--- src/hw/panel_pkg.sv ---
/*
 * status panel package
 * shared types, privilege codes, seven-segment glyphs, anode patterns and RGB codes
 */
package panel_pkg;

    // privilege level as reported by the core, code 2 is reserved
    typedef logic [1:0] priv_t;
    localparam priv_t PRIV_U = 2'd0;
    localparam priv_t PRIV_S = 2'd1;
    localparam priv_t PRIV_M = 2'd3;

    typedef struct packed {
        logic  init_done;
        logic  loading;
        priv_t priv;
    } panel_status_t;

    typedef struct packed {
        logic up;
        logic down;
        logic left;
        logic right;
        logic center;
    } buttons_t;

    // keyboard or mouse byte, valid is a one-cycle strobe
    typedef struct packed {
        logic       valid;
        logic [7:0] data;
    } byte_event_t;

    localparam int NUM_DIGITS = 8;
    localparam int DISP_W     = 32;
    localparam int SEG_W      = 8;  // bit 7 is the decimal point

    typedef logic [SEG_W-1:0] glyph_t;

    // letter glyphs, active high, segment a in bit 6
    localparam glyph_t SEG_UA = 8'b0111_0111;  // A
    localparam glyph_t SEG_UP = 8'b0110_0111;  // P
    localparam glyph_t SEG_UL = 8'b0000_1110;  // L
    localparam glyph_t SEG_R  = 8'b0000_0101;
    localparam glyph_t SEG_C  = 8'b0000_1101;
    localparam glyph_t SEG_H  = 8'b0001_0111;
    localparam glyph_t SEG_O  = 8'b0001_1101;
    localparam glyph_t SEG_A  = 8'b0111_1101;
    localparam glyph_t SEG_D  = 8'b0011_1101;
    localparam glyph_t SEG_I  = 8'b0001_0000;
    localparam glyph_t SEG_N  = 8'b0001_0101;
    localparam glyph_t SEG_G  = 8'b1111_1011;  // g carries the dot
    localparam glyph_t SEG_DP = 8'b1000_0000;

    localparam glyph_t HEX_GLYPHS [16] = '{
        8'h7e, 8'h30, 8'h6d, 8'h79, 8'h33, 8'h5b, 8'h5f, 8'h70,
        8'h7f, 8'h7b, 8'h77, 8'h1f, 8'h4e, 8'h3d, 8'h4f, 8'h47
    };

    // "ArchProc", index 0 is the rightmost digit
    localparam glyph_t BANNER_GLYPHS [NUM_DIGITS] = '{
        SEG_C, SEG_O, SEG_R, SEG_UP, SEG_H, SEG_C, SEG_R, SEG_UA
    };

    // blank lead-in, "Loading", then two dots
    localparam glyph_t LOAD_GLYPHS [16] = '{
        8'h00, 8'h00, 8'h00, 8'h00, 8'h00, 8'h00, 8'h00,
        SEG_UL, SEG_O, SEG_A, SEG_D, SEG_I, SEG_N, SEG_G,
        SEG_DP, SEG_DP
    };

    // common anodes are active low, one per digit
    localparam logic [NUM_DIGITS-1:0] AN_PATTERNS [NUM_DIGITS] = '{
        8'hfe, 8'hfd, 8'hfb, 8'hf7, 8'hef, 8'hdf, 8'hbf, 8'h7f
    };

    // rgb bus order is {blue, green, red}
    localparam logic [2:0] RGB_OFF   = 3'b000;
    localparam logic [2:0] RGB_BLUE  = 3'b100;
    localparam logic [2:0] RGB_GREEN = 3'b010;
    localparam logic [2:0] RGB_RED   = 3'b001;

endpackage

--- src/hw/status_capture.sv ---
/*
 * status capture
 * heartbeat, keyboard and mouse byte history, display value select, status LEDs
 */
`timescale 1ns/1ps

module status_capture #(
    parameter int HEARTBEAT_HALF = 32000000
) (
    input  logic                        CORE_CLK,
    input  logic                        CORE_RST_X,
    input  panel_pkg::panel_status_t    i_status,
    input  panel_pkg::buttons_t         i_buttons,
    input  panel_pkg::byte_event_t      i_kbd,
    input  panel_pkg::byte_event_t      i_mouse,
    input  logic [31:0]                 i_core_pc,
    input  logic [31:0]                 i_core_ir,
    output logic [panel_pkg::DISP_W-1:0] o_disp,
    output logic [15:0]                 o_led
);
    import panel_pkg::*;

    localparam int HB_W = $clog2(HEARTBEAT_HALF + 1);

    logic [HB_W-1:0] r_hb_cnt;
    logic            r_heartbeat;

    // [15:8] older byte, [7:0] latest byte
    logic [15:0]       r_kbd_hist;
    logic [15:0]       r_mouse_hist;
    logic [DISP_W-1:0] w_hist;

    // heartbeat half period
    always_ff @(posedge CORE_CLK) begin
        if (!CORE_RST_X) begin
            r_hb_cnt    <= '0;
            r_heartbeat <= 1'b0;
        end else if (r_hb_cnt == HB_W'(HEARTBEAT_HALF - 1)) begin
            r_hb_cnt    <= '0;
            r_heartbeat <= ~r_heartbeat;
        end else begin
            r_hb_cnt <= r_hb_cnt + 1'b1;
        end
    end

    // byte strobes cannot be refused, take them as they come
    always_ff @(posedge CORE_CLK) begin
        if (!CORE_RST_X) begin
            r_kbd_hist   <= '0;
            r_mouse_hist <= '0;
        end else begin
            if (i_kbd.valid)
                r_kbd_hist <= {r_kbd_hist[7:0], i_kbd.data};       // shift older out
            if (i_mouse.valid)
                r_mouse_hist <= {r_mouse_hist[7:0], i_mouse.data};
        end
    end

    assign w_hist = {r_mouse_hist, r_kbd_hist};

    // up, down and center blank the value; left and right pick core state
    always_comb begin
        if (i_buttons.up || i_buttons.down || i_buttons.center)
            o_disp = '0;
        else if (i_buttons.left)
            o_disp = i_core_pc;
        else if (i_buttons.right)
            o_disp = i_core_ir;
        else
            o_disp = w_hist;  // idle shows input history
    end

    assign o_led = {13'd0, i_status.loading, i_status.init_done, r_heartbeat};

endmodule

--- src/hw/seg7_scanner.sv ---
/*
 * seven-segment scanner
 * multiplexes eight digits showing hex, a startup banner or the loading animation
 */
`timescale 1ns/1ps

module seg7_scanner #(
    parameter int SCAN_DIV       = 16000,
    parameter int LOAD_STEP_BITS = 25
) (
    input  logic                             CORE_CLK,
    input  logic                             CORE_RST_X,
    input  panel_pkg::panel_status_t         i_status,
    input  logic [panel_pkg::DISP_W-1:0]     i_disp,
    output logic [panel_pkg::SEG_W-1:0]      o_sg,
    output logic [panel_pkg::NUM_DIGITS-1:0] o_an
);
    import panel_pkg::*;

    localparam int SCAN_W = $clog2(SCAN_DIV + 1);
    localparam int DIG_W  = $clog2(NUM_DIGITS);

    // display value split into digit nibbles
    logic [NUM_DIGITS-1:0][3:0] r_val;

    logic [SCAN_W-1:0] r_scan_cnt;
    logic              w_step;
    logic [DIG_W-1:0]  r_digit;

    logic [LOAD_STEP_BITS-1:0] r_load_cnt;
    logic [3:0]                r_load_step;
    logic [3:0]                w_load_idx;

    glyph_t w_glyph;

    always_ff @(posedge CORE_CLK) begin
        r_val <= i_disp;
    end

    // scan divider, a step fires on count zero
    assign w_step = (r_scan_cnt == '0);

    always_ff @(posedge CORE_CLK) begin
        if (!CORE_RST_X)
            r_scan_cnt <= '0;
        else if (r_scan_cnt == SCAN_W'(SCAN_DIV - 1))
            r_scan_cnt <= '0;
        else
            r_scan_cnt <= r_scan_cnt + 1'b1;
    end

    // animation timebase, frozen outside loading
    always_ff @(posedge CORE_CLK) begin
        if (!CORE_RST_X) begin
            r_load_cnt  <= '0;
            r_load_step <= '0;
        end else if (i_status.loading) begin
            r_load_cnt <= r_load_cnt + 1'b1;
            if (&r_load_cnt)
                r_load_step <= r_load_step + 4'd1;  // advance on wrap
        end
    end

    // text slides leftward as the step grows, wraps mod 16
    assign w_load_idx = r_load_step + 4'd7 - 4'(r_digit);

    always_comb begin
        if (i_status.loading)
            w_glyph = LOAD_GLYPHS[w_load_idx];
        else if (i_status.init_done)
            w_glyph = HEX_GLYPHS[r_val[r_digit]];
        else
            w_glyph = BANNER_GLYPHS[r_digit];
    end

    /*
     * anode and cathode are loaded in the same cycle so the
     * segments never show a neighbouring digit's glyph
     */
    always_ff @(posedge CORE_CLK) begin
        if (!CORE_RST_X) begin
            r_digit <= '0;
            o_an    <= '1;  // all digits dark
            o_sg    <= '1;
        end else if (w_step) begin
            r_digit <= r_digit + 1'b1;
            o_an    <= AN_PATTERNS[r_digit];
            o_sg    <= ~w_glyph;  // segments active low
        end
    end

endmodule

--- src/hw/rgb_breather.sv ---
/*
 * RGB LED driver
 * breathing pattern while loading, privilege colour blink once running
 */
`timescale 1ns/1ps

module rgb_breather #(
    parameter int PWM_BITS = 12
) (
    input  logic                     CORE_CLK,
    input  logic                     CORE_RST_X,
    input  panel_pkg::panel_status_t i_status,
    output logic [2:0]               o_rgb
);
    import panel_pkg::*;

    localparam int PH_W = PWM_BITS + 1;

    logic [PWM_BITS-1:0] r_pwm_cnt;
    logic                w_pwm_wrap;
    logic [3:0]          r_blink_cnt;
    logic [2:0]          w_breath;
    logic [2:0]          w_priv_rgb;

    assign w_pwm_wrap = &r_pwm_cnt;

    always_ff @(posedge CORE_CLK) begin
        if (!CORE_RST_X) begin
            r_pwm_cnt   <= '0;
            r_blink_cnt <= '0;
        end else begin
            r_pwm_cnt   <= r_pwm_cnt + 1'b1;
            r_blink_cnt <= r_blink_cnt + 4'd1;
        end
    end

    // ch 2 blue, 1 green, 0 red; different rates keep the colours drifting
    for (genvar ch = 0; ch < 3; ch++) begin : g_chan
        localparam int OFFSET = (ch == 2) ? 0 :
                                (ch == 1) ? (1 << (PWM_BITS - 6)) : (1 << (PWM_BITS - 3));
        localparam int INC    = (ch == 2) ? 2 : (ch == 1) ? 3 : 5;

        logic [PH_W-1:0] r_phase;

        always_ff @(posedge CORE_CLK) begin
            if (!CORE_RST_X)
                r_phase <= PH_W'(OFFSET);
            else if (w_pwm_wrap)
                r_phase <= r_phase + PH_W'(INC);
        end

        // top bit flips the compare so duty ramps up then back down
        assign w_breath[ch] = r_phase[PWM_BITS] ? (r_phase[PWM_BITS-1:0] < r_pwm_cnt)
                                                : (r_phase[PWM_BITS-1:0] >= r_pwm_cnt);
    end

    always_comb begin
        case (i_status.priv)
            PRIV_U:  w_priv_rgb = RGB_BLUE;
            PRIV_S:  w_priv_rgb = RGB_GREEN;
            PRIV_M:  w_priv_rgb = RGB_RED;
            default: w_priv_rgb = RGB_OFF;  // reserved code
        endcase
    end

    always_ff @(posedge CORE_CLK) begin
        if (!CORE_RST_X)
            o_rgb <= RGB_OFF;
        else if (i_status.loading)
            o_rgb <= w_breath;
        else if (!i_status.init_done)
            o_rgb <= RGB_OFF;
        else
            o_rgb <= (r_blink_cnt == 4'd0) ? w_priv_rgb : RGB_OFF;  // short flash
    end

endmodule

--- src/hw/status_panel_top.sv ---
/*
 * status panel top
 * board LEDs, seven-segment display and RGB LED for the SoC
 */
`timescale 1ns/1ps

module status_panel_top #(
    parameter int HEARTBEAT_HALF = 32000000,
    parameter int SCAN_DIV       = 16000,
    parameter int LOAD_STEP_BITS = 25,
    parameter int PWM_BITS       = 12
) (
    input  logic                     CORE_CLK,
    input  logic                     CORE_RST_X,
    input  panel_pkg::panel_status_t i_status,
    input  panel_pkg::buttons_t      i_buttons,
    input  panel_pkg::byte_event_t   i_kbd,
    input  panel_pkg::byte_event_t   i_mouse,
    input  logic [31:0]              i_core_pc,
    input  logic [31:0]              i_core_ir,
    output logic [15:0]              o_led,
    output logic [7:0]               o_sg,
    output logic [7:0]               o_an,
    output logic [2:0]               o_rgb
);
    import panel_pkg::*;

    logic [DISP_W-1:0] w_disp;  // selected value for the display

    status_capture #(
        .HEARTBEAT_HALF (HEARTBEAT_HALF)
    ) u_status_capture (
        .CORE_CLK   (CORE_CLK),
        .CORE_RST_X (CORE_RST_X),
        .i_status   (i_status),
        .i_buttons  (i_buttons),
        .i_kbd      (i_kbd),
        .i_mouse    (i_mouse),
        .i_core_pc  (i_core_pc),
        .i_core_ir  (i_core_ir),
        .o_disp     (w_disp),
        .o_led      (o_led)
    );

    seg7_scanner #(
        .SCAN_DIV       (SCAN_DIV),
        .LOAD_STEP_BITS (LOAD_STEP_BITS)
    ) u_seg7_scanner (
        .CORE_CLK   (CORE_CLK),
        .CORE_RST_X (CORE_RST_X),
        .i_status   (i_status),
        .i_disp     (w_disp),
        .o_sg       (o_sg),
        .o_an       (o_an)
    );

    rgb_breather #(
        .PWM_BITS (PWM_BITS)
    ) u_rgb_breather (
        .CORE_CLK   (CORE_CLK),
        .CORE_RST_X (CORE_RST_X),
        .i_status   (i_status),
        .o_rgb      (o_rgb)
    );

endmodule

--- config.mk ---
export PLATFORM = sky130hd
export DESIGN_NAME = status_panel_top
export DESIGN_NICKNAME = d
export VERILOG_FILES = /design/src/hw/panel_pkg.sv /design/src/hw/status_capture.sv /design/src/hw/seg7_scanner.sv /design/src/hw/rgb_breather.sv /design/src/hw/status_panel_top.sv
export SDC_FILE = /design/constraint.sdc
export NUM_CORES = 1
export LEC_CHECK = 0
export ABC_AREA = 1
export BUFFER_PORTS_ARGS = -buffer_cell sky130_fd_sc_hd__buf_4
export CORE_MARGIN = 2
export CORE_UTILIZATION = 50
export CTS_CLUSTER_SIZE = 40
export DETAILED_ROUTE_END_ITERATION = 8
export GPL_TIMING_DRIVEN = 0
export PLACE_DENSITY = 0.79
export SYNTH_ARGS = -nofsm -noshare
export SYNTH_HDL_FRONTEND = slang
export SYNTH_SLANG_ARGS = --single-unit
--- constraint.sdc ---
create_clock -name CORE_CLK -period 5.14 [get_ports CORE_CLK]
set_input_delay 0.771 -clock CORE_CLK [delete_from_list [all_inputs] [get_ports CORE_CLK]]
set_output_delay 0.771 -clock CORE_CLK [all_outputs]
set_load 0.02 [all_outputs]
==> Word level (Yosys, flattened, before mapping) <==
Memory sizes are Yosys's and may differ from the RTL's. A register that Yosys moved wholly into a read port is not among the register bits.
Cells that the tools add are included.
Widths: inputs -> output; s select.
{ "op_classes": {"addsub": 12, "magnitude_cmp": 10, "n_eq_ne": 4, "n_mux": 19, "bitwise_logic": 6, "n_reduce_logical": 10} }
{ "ops": {"columns": ["op", "count"], "rows": [
  ["$mux 32", 2],
  ["$mux 8", 8],
  ["$add 25x1->25 const B", 2],
  ["$ge 12x12->1", 3],
  ["$lt 12x12->1", 3],
  ["$add 13x2->13 const B", 2],
  ["$reduce_and 26->1", 1],
  ["$eq 25x25->1 const B", 1],
  ["$add 14x1->14 const B", 1],
  ["$eq 14x14->1 const B", 1],
  ["$logic_not 14->1", 1],
  ["$add 13x3->13 const B", 1],
  ["$add 12x1->12 const B", 1],
  ["$bmux 4 s3", 1],
  ["$reduce_and 12->1", 1],
  ["$ge 5x5->1 const B", 2],
  ["$not 4->5", 2],
  ["$mux 3", 3],
  ["$pmux 3 s3", 1],
  ["$add 4x1->4 const B", 2],
  ["$not 8->8", 1],
  ["$add 4x3->4 const B", 1],
  ["$ge 4x4->1 const B", 1],
  ["$logic_not 4->1", 1],
  ["other kinds (13)", 18]
]} }
{ "word_totals": {"reg_bits": 202, "mem_bits_ro": 384, "in_bits": 93, "out_inout_bits": 35, "n_memories": 4} }
{ "memory_table": {"columns": ["name", "depth", "word_bits", "read_ports", "rd_ports_with_merged_regs", "write_ports", "line_no", "source"], "rows": [
  ["(no name shown)", 16, 8, 1, 0, 0, "seg7_scanner.sv:69", "w_glyph = LOAD_GLYPHS[w_load_idx];"],
  ["(no name shown)", 16, 8, 1, 0, 0, "seg7_scanner.sv:71", "w_glyph = HEX_GLYPHS[r_val[r_digit]];"],
  ["(no name shown)", 8, 8, 1, 0, 0, "seg7_scanner.sv:73", "w_glyph = BANNER_GLYPHS[r_digit];"],
  ["(no name shown)", 8, 8, 1, 1, 0, "seg7_scanner.sv:87", "o_an <= AN_PATTERNS[r_digit];"]
]} }

==> Longest topological paths before layout <==
{ "logic_depth": {"word_depth": 9, "depth_mapped": 19, "depth_no_buf": 17} }

==> Hierarchy <==
A second synthesis with hierarchy kept.
{ "hier_totals": {"hier_cells": 1661, "area_unflattened_um2": 11571.1} }
{ "modules_own_cells": {"columns": ["mod", "n_inst", "cells_each", "area_each_um2"], "rows": [
  ["seg7_scanner", 1, 622, 4630.7],
  ["rgb_breather", 1, 516, 3597.2],
  ["status_capture", 1, 523, 3343.2]
]} }

==> Worst setup path before layout <==
OpenSTA, ideal clock, no wires.
{ "synth_path": {"path_type": "register -> register", "from": "reg u_seg7_scanner.r_digit[2]", "to": "reg u_seg7_scanner.o_sg[0] in the netlist's numbering", "setup_ns": 0.126, "arrival_time_ns": 2.256, "required_ns": 5.014, "slack_ns": 2.758, "stages_incl_launch_ff": 14, "n_path_buf": 2, "synth_period_minus_slack_ns": 2.382, "path_cell_list": "dfxtp_1 -> buf_2 -> inv_1 -> clkbuf_1 -> ha_1 -> inv_1 -> fa_1 -> inv_1 -> a21oi_1 -> nand2_1 -> a21oi_1 -> nand2_1 -> nand2_1 -> nand2_1"} }
{ "synth_between": {"elab_chain_cells": 9, "word_cells_on_any_way": 18, "cone_classes": "1 x add/sub; 10 x mux; 4 x bitwise; 3 x memory"} }
{ "synth_lines": {"columns": ["item", "line_no", "source"], "rows": [
  ["start, declared", "seg7_scanner.sv:28", "logic [DIG_W-1:0] r_digit;"],
  ["start signal, assigned", "seg7_scanner.sv:86", "r_digit <= r_digit + 1'b1;"],
  ["$bmux 4 s3", "seg7_scanner.sv:71", null],
  ["$mux 4 (not written as such)", "seg7_scanner.sv:71", null],
  ["$not 4->5 (not written as such)", "seg7_scanner.sv:71", null],
  ["$mem_v2 16x8", null, null],
  ["$mux 8 (not written as such) (2 in series)", "seg7_scanner.sv:71", null],
  ["$mux 8", "seg7_scanner.sv:70", "else if (i_status.init_done)"],
  ["$mux 8 *", "seg7_scanner.sv:68", "if (i_status.loading)"],
  ["$not 8->8 *", "seg7_scanner.sv:88", "o_sg <= ~w_glyph;"],
  ["end signal, assigned", "seg7_scanner.sv:88", null],
  ["end, declared", "seg7_scanner.sv:15", "output logic [panel_pkg::SEG_W-1:0] o_sg,"]
]} }
Mark *: on every way between the ends. The rest lies on a longest branch, timed or not. The select of a mux whose other input is x is not followed.
A chain may end at the register's enable or synchronous reset.

==> Final worst setup path <==
Ends and elaborated chain as after synthesis.

==> reports/results.ini <==
[drt]
drc = 0
drtAntennaViolNets = 0
drtPass1Iterations = 5
vias = 11020
vias_per_cell = 5.311
drtIter0Drc = 637
routed_wl_mm = 28.95
wl_per_cell_um = 13.96

[floorplan]
io_pins = 128
die_w_um = 154.4
initial_utilization_pct = 50.40
coreArea_sq_um = 22430
rows = 55
die_area_sq_um = 23830
die_h_um = 154.4

[logic_synthesis]
ys_types = 50
yosysWarnings = 0
ys_seq_area_share_pct = 37.01
netlist_instances = 1620
ys_ff_latch = 209
syn_area_sq_um = 11310
syn_avg_cell_area_sq_um = 6.979

[worst_setup_path]
crit_family = adder cells
cp_slowest_cell = fa_1
path_cells = buf_2 > inv_1 > clkbuf_1 > ha_1 > inv_1 > fa_1 > inv_1 > a21oi_1 > nand2_1 > a21oi_1 > nand2_1 > nand2_1 > nand2_1
path_buf_inv = 5
cp.arrival_ps = 3280
path_max_fanout = 11
path_class = flip-flop to flip-flop
startpoint_type = flip-flop
worstSetupEndpointType = flip-flop
slowest_delay_ps = 680
cp_common_cell = nand2_1
critPathRequiredTime_ps = 5520

[cells_and_area]
mostFrequentLayoutCells = 381 x nand2_1, 209 x dfxtp_1, 186 x nor2_1
final_core_util_pct = 60.08
drive_above_1_share_pct = 13.08
multiInputGateArea_sq_um = 6140
antennaDiodeCount = 0
ff_latch_area_sq_um = 4184
layout_commonest_cell = nand2_1
area_growth_pct = 19.22
nNetsFinal = 1932
fillers = 2049

[clock_network]
clkSinkCount = 209
postCtsSetupBuffers = 0
insertion_delay_ps = 530
cts_resized = 0
clk_path_buf_depth = 3
cts_tree = built
root_buffer = clkbuf_16
numCtsBuffers = 24
holdBufCountCts = 0
htreeDepth = 1
clkTransAtPathRegs_ps = 60

[placement]
place.gp.congestion = 0.9462
numPortBuffers = 113
dp_hpwl_mm = 21.70

[global_routing]
grt_max_degree = 15
grt_pass1_vias = 10450
grtUsageTotal_pct = 24.29
grt_pass1_wl_mm = 48.80
antenna_found_initial = 0
grt_remaining_overflow = 0

[power]
powerDensity_nw_per_um2 = 315.5
switchingPower_w = 0.001109
sw_frac_of_total_pct = 26.08
peakVddDrop_mv = 0.2153
p_leak_nw = 5.910
sequentialPowerShare_pct = 40.3
internal_power_w = 0.003144
power_w = 0.004253
power_frac_clock_pct = 46.0
p_comb_share_pct = 13.7

[sta]
rsz0062_at_grt = no
maxSlewHeadroom_pct = 41.83
worst_pin_slew_ps = 865.3
timing_max_transition_violations_final = 0
final-hold-violation-count = 0
fin_tns_setup_ps = 0
fmax_mhz = 344.3
final.period_utilization_pct = 56.50
hold_slack_ps = 447.7
setup_viol = 0
fin_skew_ps = 16.33
period_minus_slack_ps = 2904

[outcome]
status = finished, final reports clean

[min_path]
worstHoldPathType = flip-flop to flip-flop

[flow_run]
max-cap-violations = 0

==> per-layer routing <==
| layer | vias to the layer above | GRT usage (%) | share of wire, % | wire length [um] |
|---|---|---|---|---|
| met5 | - | 0 | 0 | 0 |
| met1 | 5009 | 31.98 | 44 | 12760 |
| li1 | 5580 | - | - | - |
| met4 | 0 | 6.966 | 2.5 | 736 |
| met3 | 62 | 3.530 | 7.0 | 2036 |
| met2 | 364 | 41.66 | 46 | 13410 |
==> power by group through the flow <==
stage               sequential [W]  clock (W)  combinational, W
floorplan                  0.00176          0          0.000357
global placement           0.00175          0          0.000561
detailed placement         0.00175          0          0.000572
CTS                        0.00172    0.00198          0.000578
global route               0.00172    0.00204          0.000657
finish                     0.00172    0.00196          0.000581
==> worst paths after layout <==
path,to,slack [ps],from,cells past startpoint
max,u_seg7_scanner.o_sg[0],2240,u_seg7_scanner.r_digit[2],13
min,u_status_capture.r_hb_cnt[0],450,u_status_capture.r_hb_cnt[0],1
max reg2reg,u_seg7_scanner.o_sg[0],2240,u_seg7_scanner.r_digit[2],13
min reg2reg,u_status_capture.r_hb_cnt[0],450,u_status_capture.r_hb_cnt[0],1
==> registers in the layout, summed over array words and instances (netlist names), 8 cells and up <==
register / flops
u_status_capture.r_kbd_hist: 16
u_seg7_scanner.o_sg: 8
u_seg7_scanner.r_val: 32
u_seg7_scanner.r_scan_cnt: 14
u_rgb_breather.r_pwm_cnt: 12
u_seg7_scanner.r_load_cnt: 25
u_seg7_scanner.o_an: 8
u_status_capture.r_mouse_hist: 16
u_status_capture.r_hb_cnt: 25
u_rgb_breather.g_chan.r_phase: 38
==> layout make-up <==
class	instances	area share (%)
Sequential cell	209	31.04
Inverter	187	5.226
Multi-Input combinational cell	1170	45.55
Buffer	66	2.395
Clock inverter	15	1.801
Timing Repair Buffer	113	6.294
Clock buffer	29	5.050
Tap cell	285	2.645
==> Yosys cell counts (all sizes together) <==
cell,instances,share of area [%]
a31oi,38,2.2
inv,185,6.2
nand3,97,4.6
a31o,1,0.077
a21oi,101,4.5
o21ai,117,5.2
ha,67,7.4
o21a,6,0.40
nand2,385,13
and2,2,0.11
and3,1,0.055
nor2,199,7.2
fa,1,0.18
a311oi,1,0.077
clkinv,2,0.066
nand4,31,1.8
xor2,16,1.2
nand3b,3,0.31
xnor2,11,0.85
conb,1,0.033
nor3,35,1.8
or2,10,0.55
a211oi,1,0.066
clkbuf,37,1.2
nor4,18,1.2
dfxtp,209,37
nor3b,13,1.0
o31ai,2,0.13
o211ai,1,0.066
buf,29,1.6
==> logic make-up (layout without fill, tap and decap cells) <==
logic type,after synthesis,in the layout,share of synthesized area (%)
fa+ha+maj,68,68,7.592
other cells,1,13,0.03317
simple gates,794,794,31.53
xor+xnor,27,27,2.092
flops,209,209,37.01
buf+inv,253,410,9.086
compound gates,268,268,12.66
==> worst reg2reg max path, stage by stage (launching register included) <==
cell      delay, ps
dfxtp_1         340
buf_2           200
inv_1            70
clkbuf_1        260
ha_1            360
inv_1            60
fa_1            680
inv_1           110
a21oi_1         240
nand2_1          90
a21oi_1         160
nand2_1          80
nand2_1          60
nand2_1          40
==> stage by stage <==
stage,setup WS (ps),std cells,cell area (sq um)
after floorplan,2758,1632,11350
after detailed placement,2320,2030,12560
after CTS,2303,2074,13480
after global placement,2358,2030,12560
final,2236,2074,13480
after global routing,2060,2074,13480
Note: power is estimated with default switching activity, not from simulation.
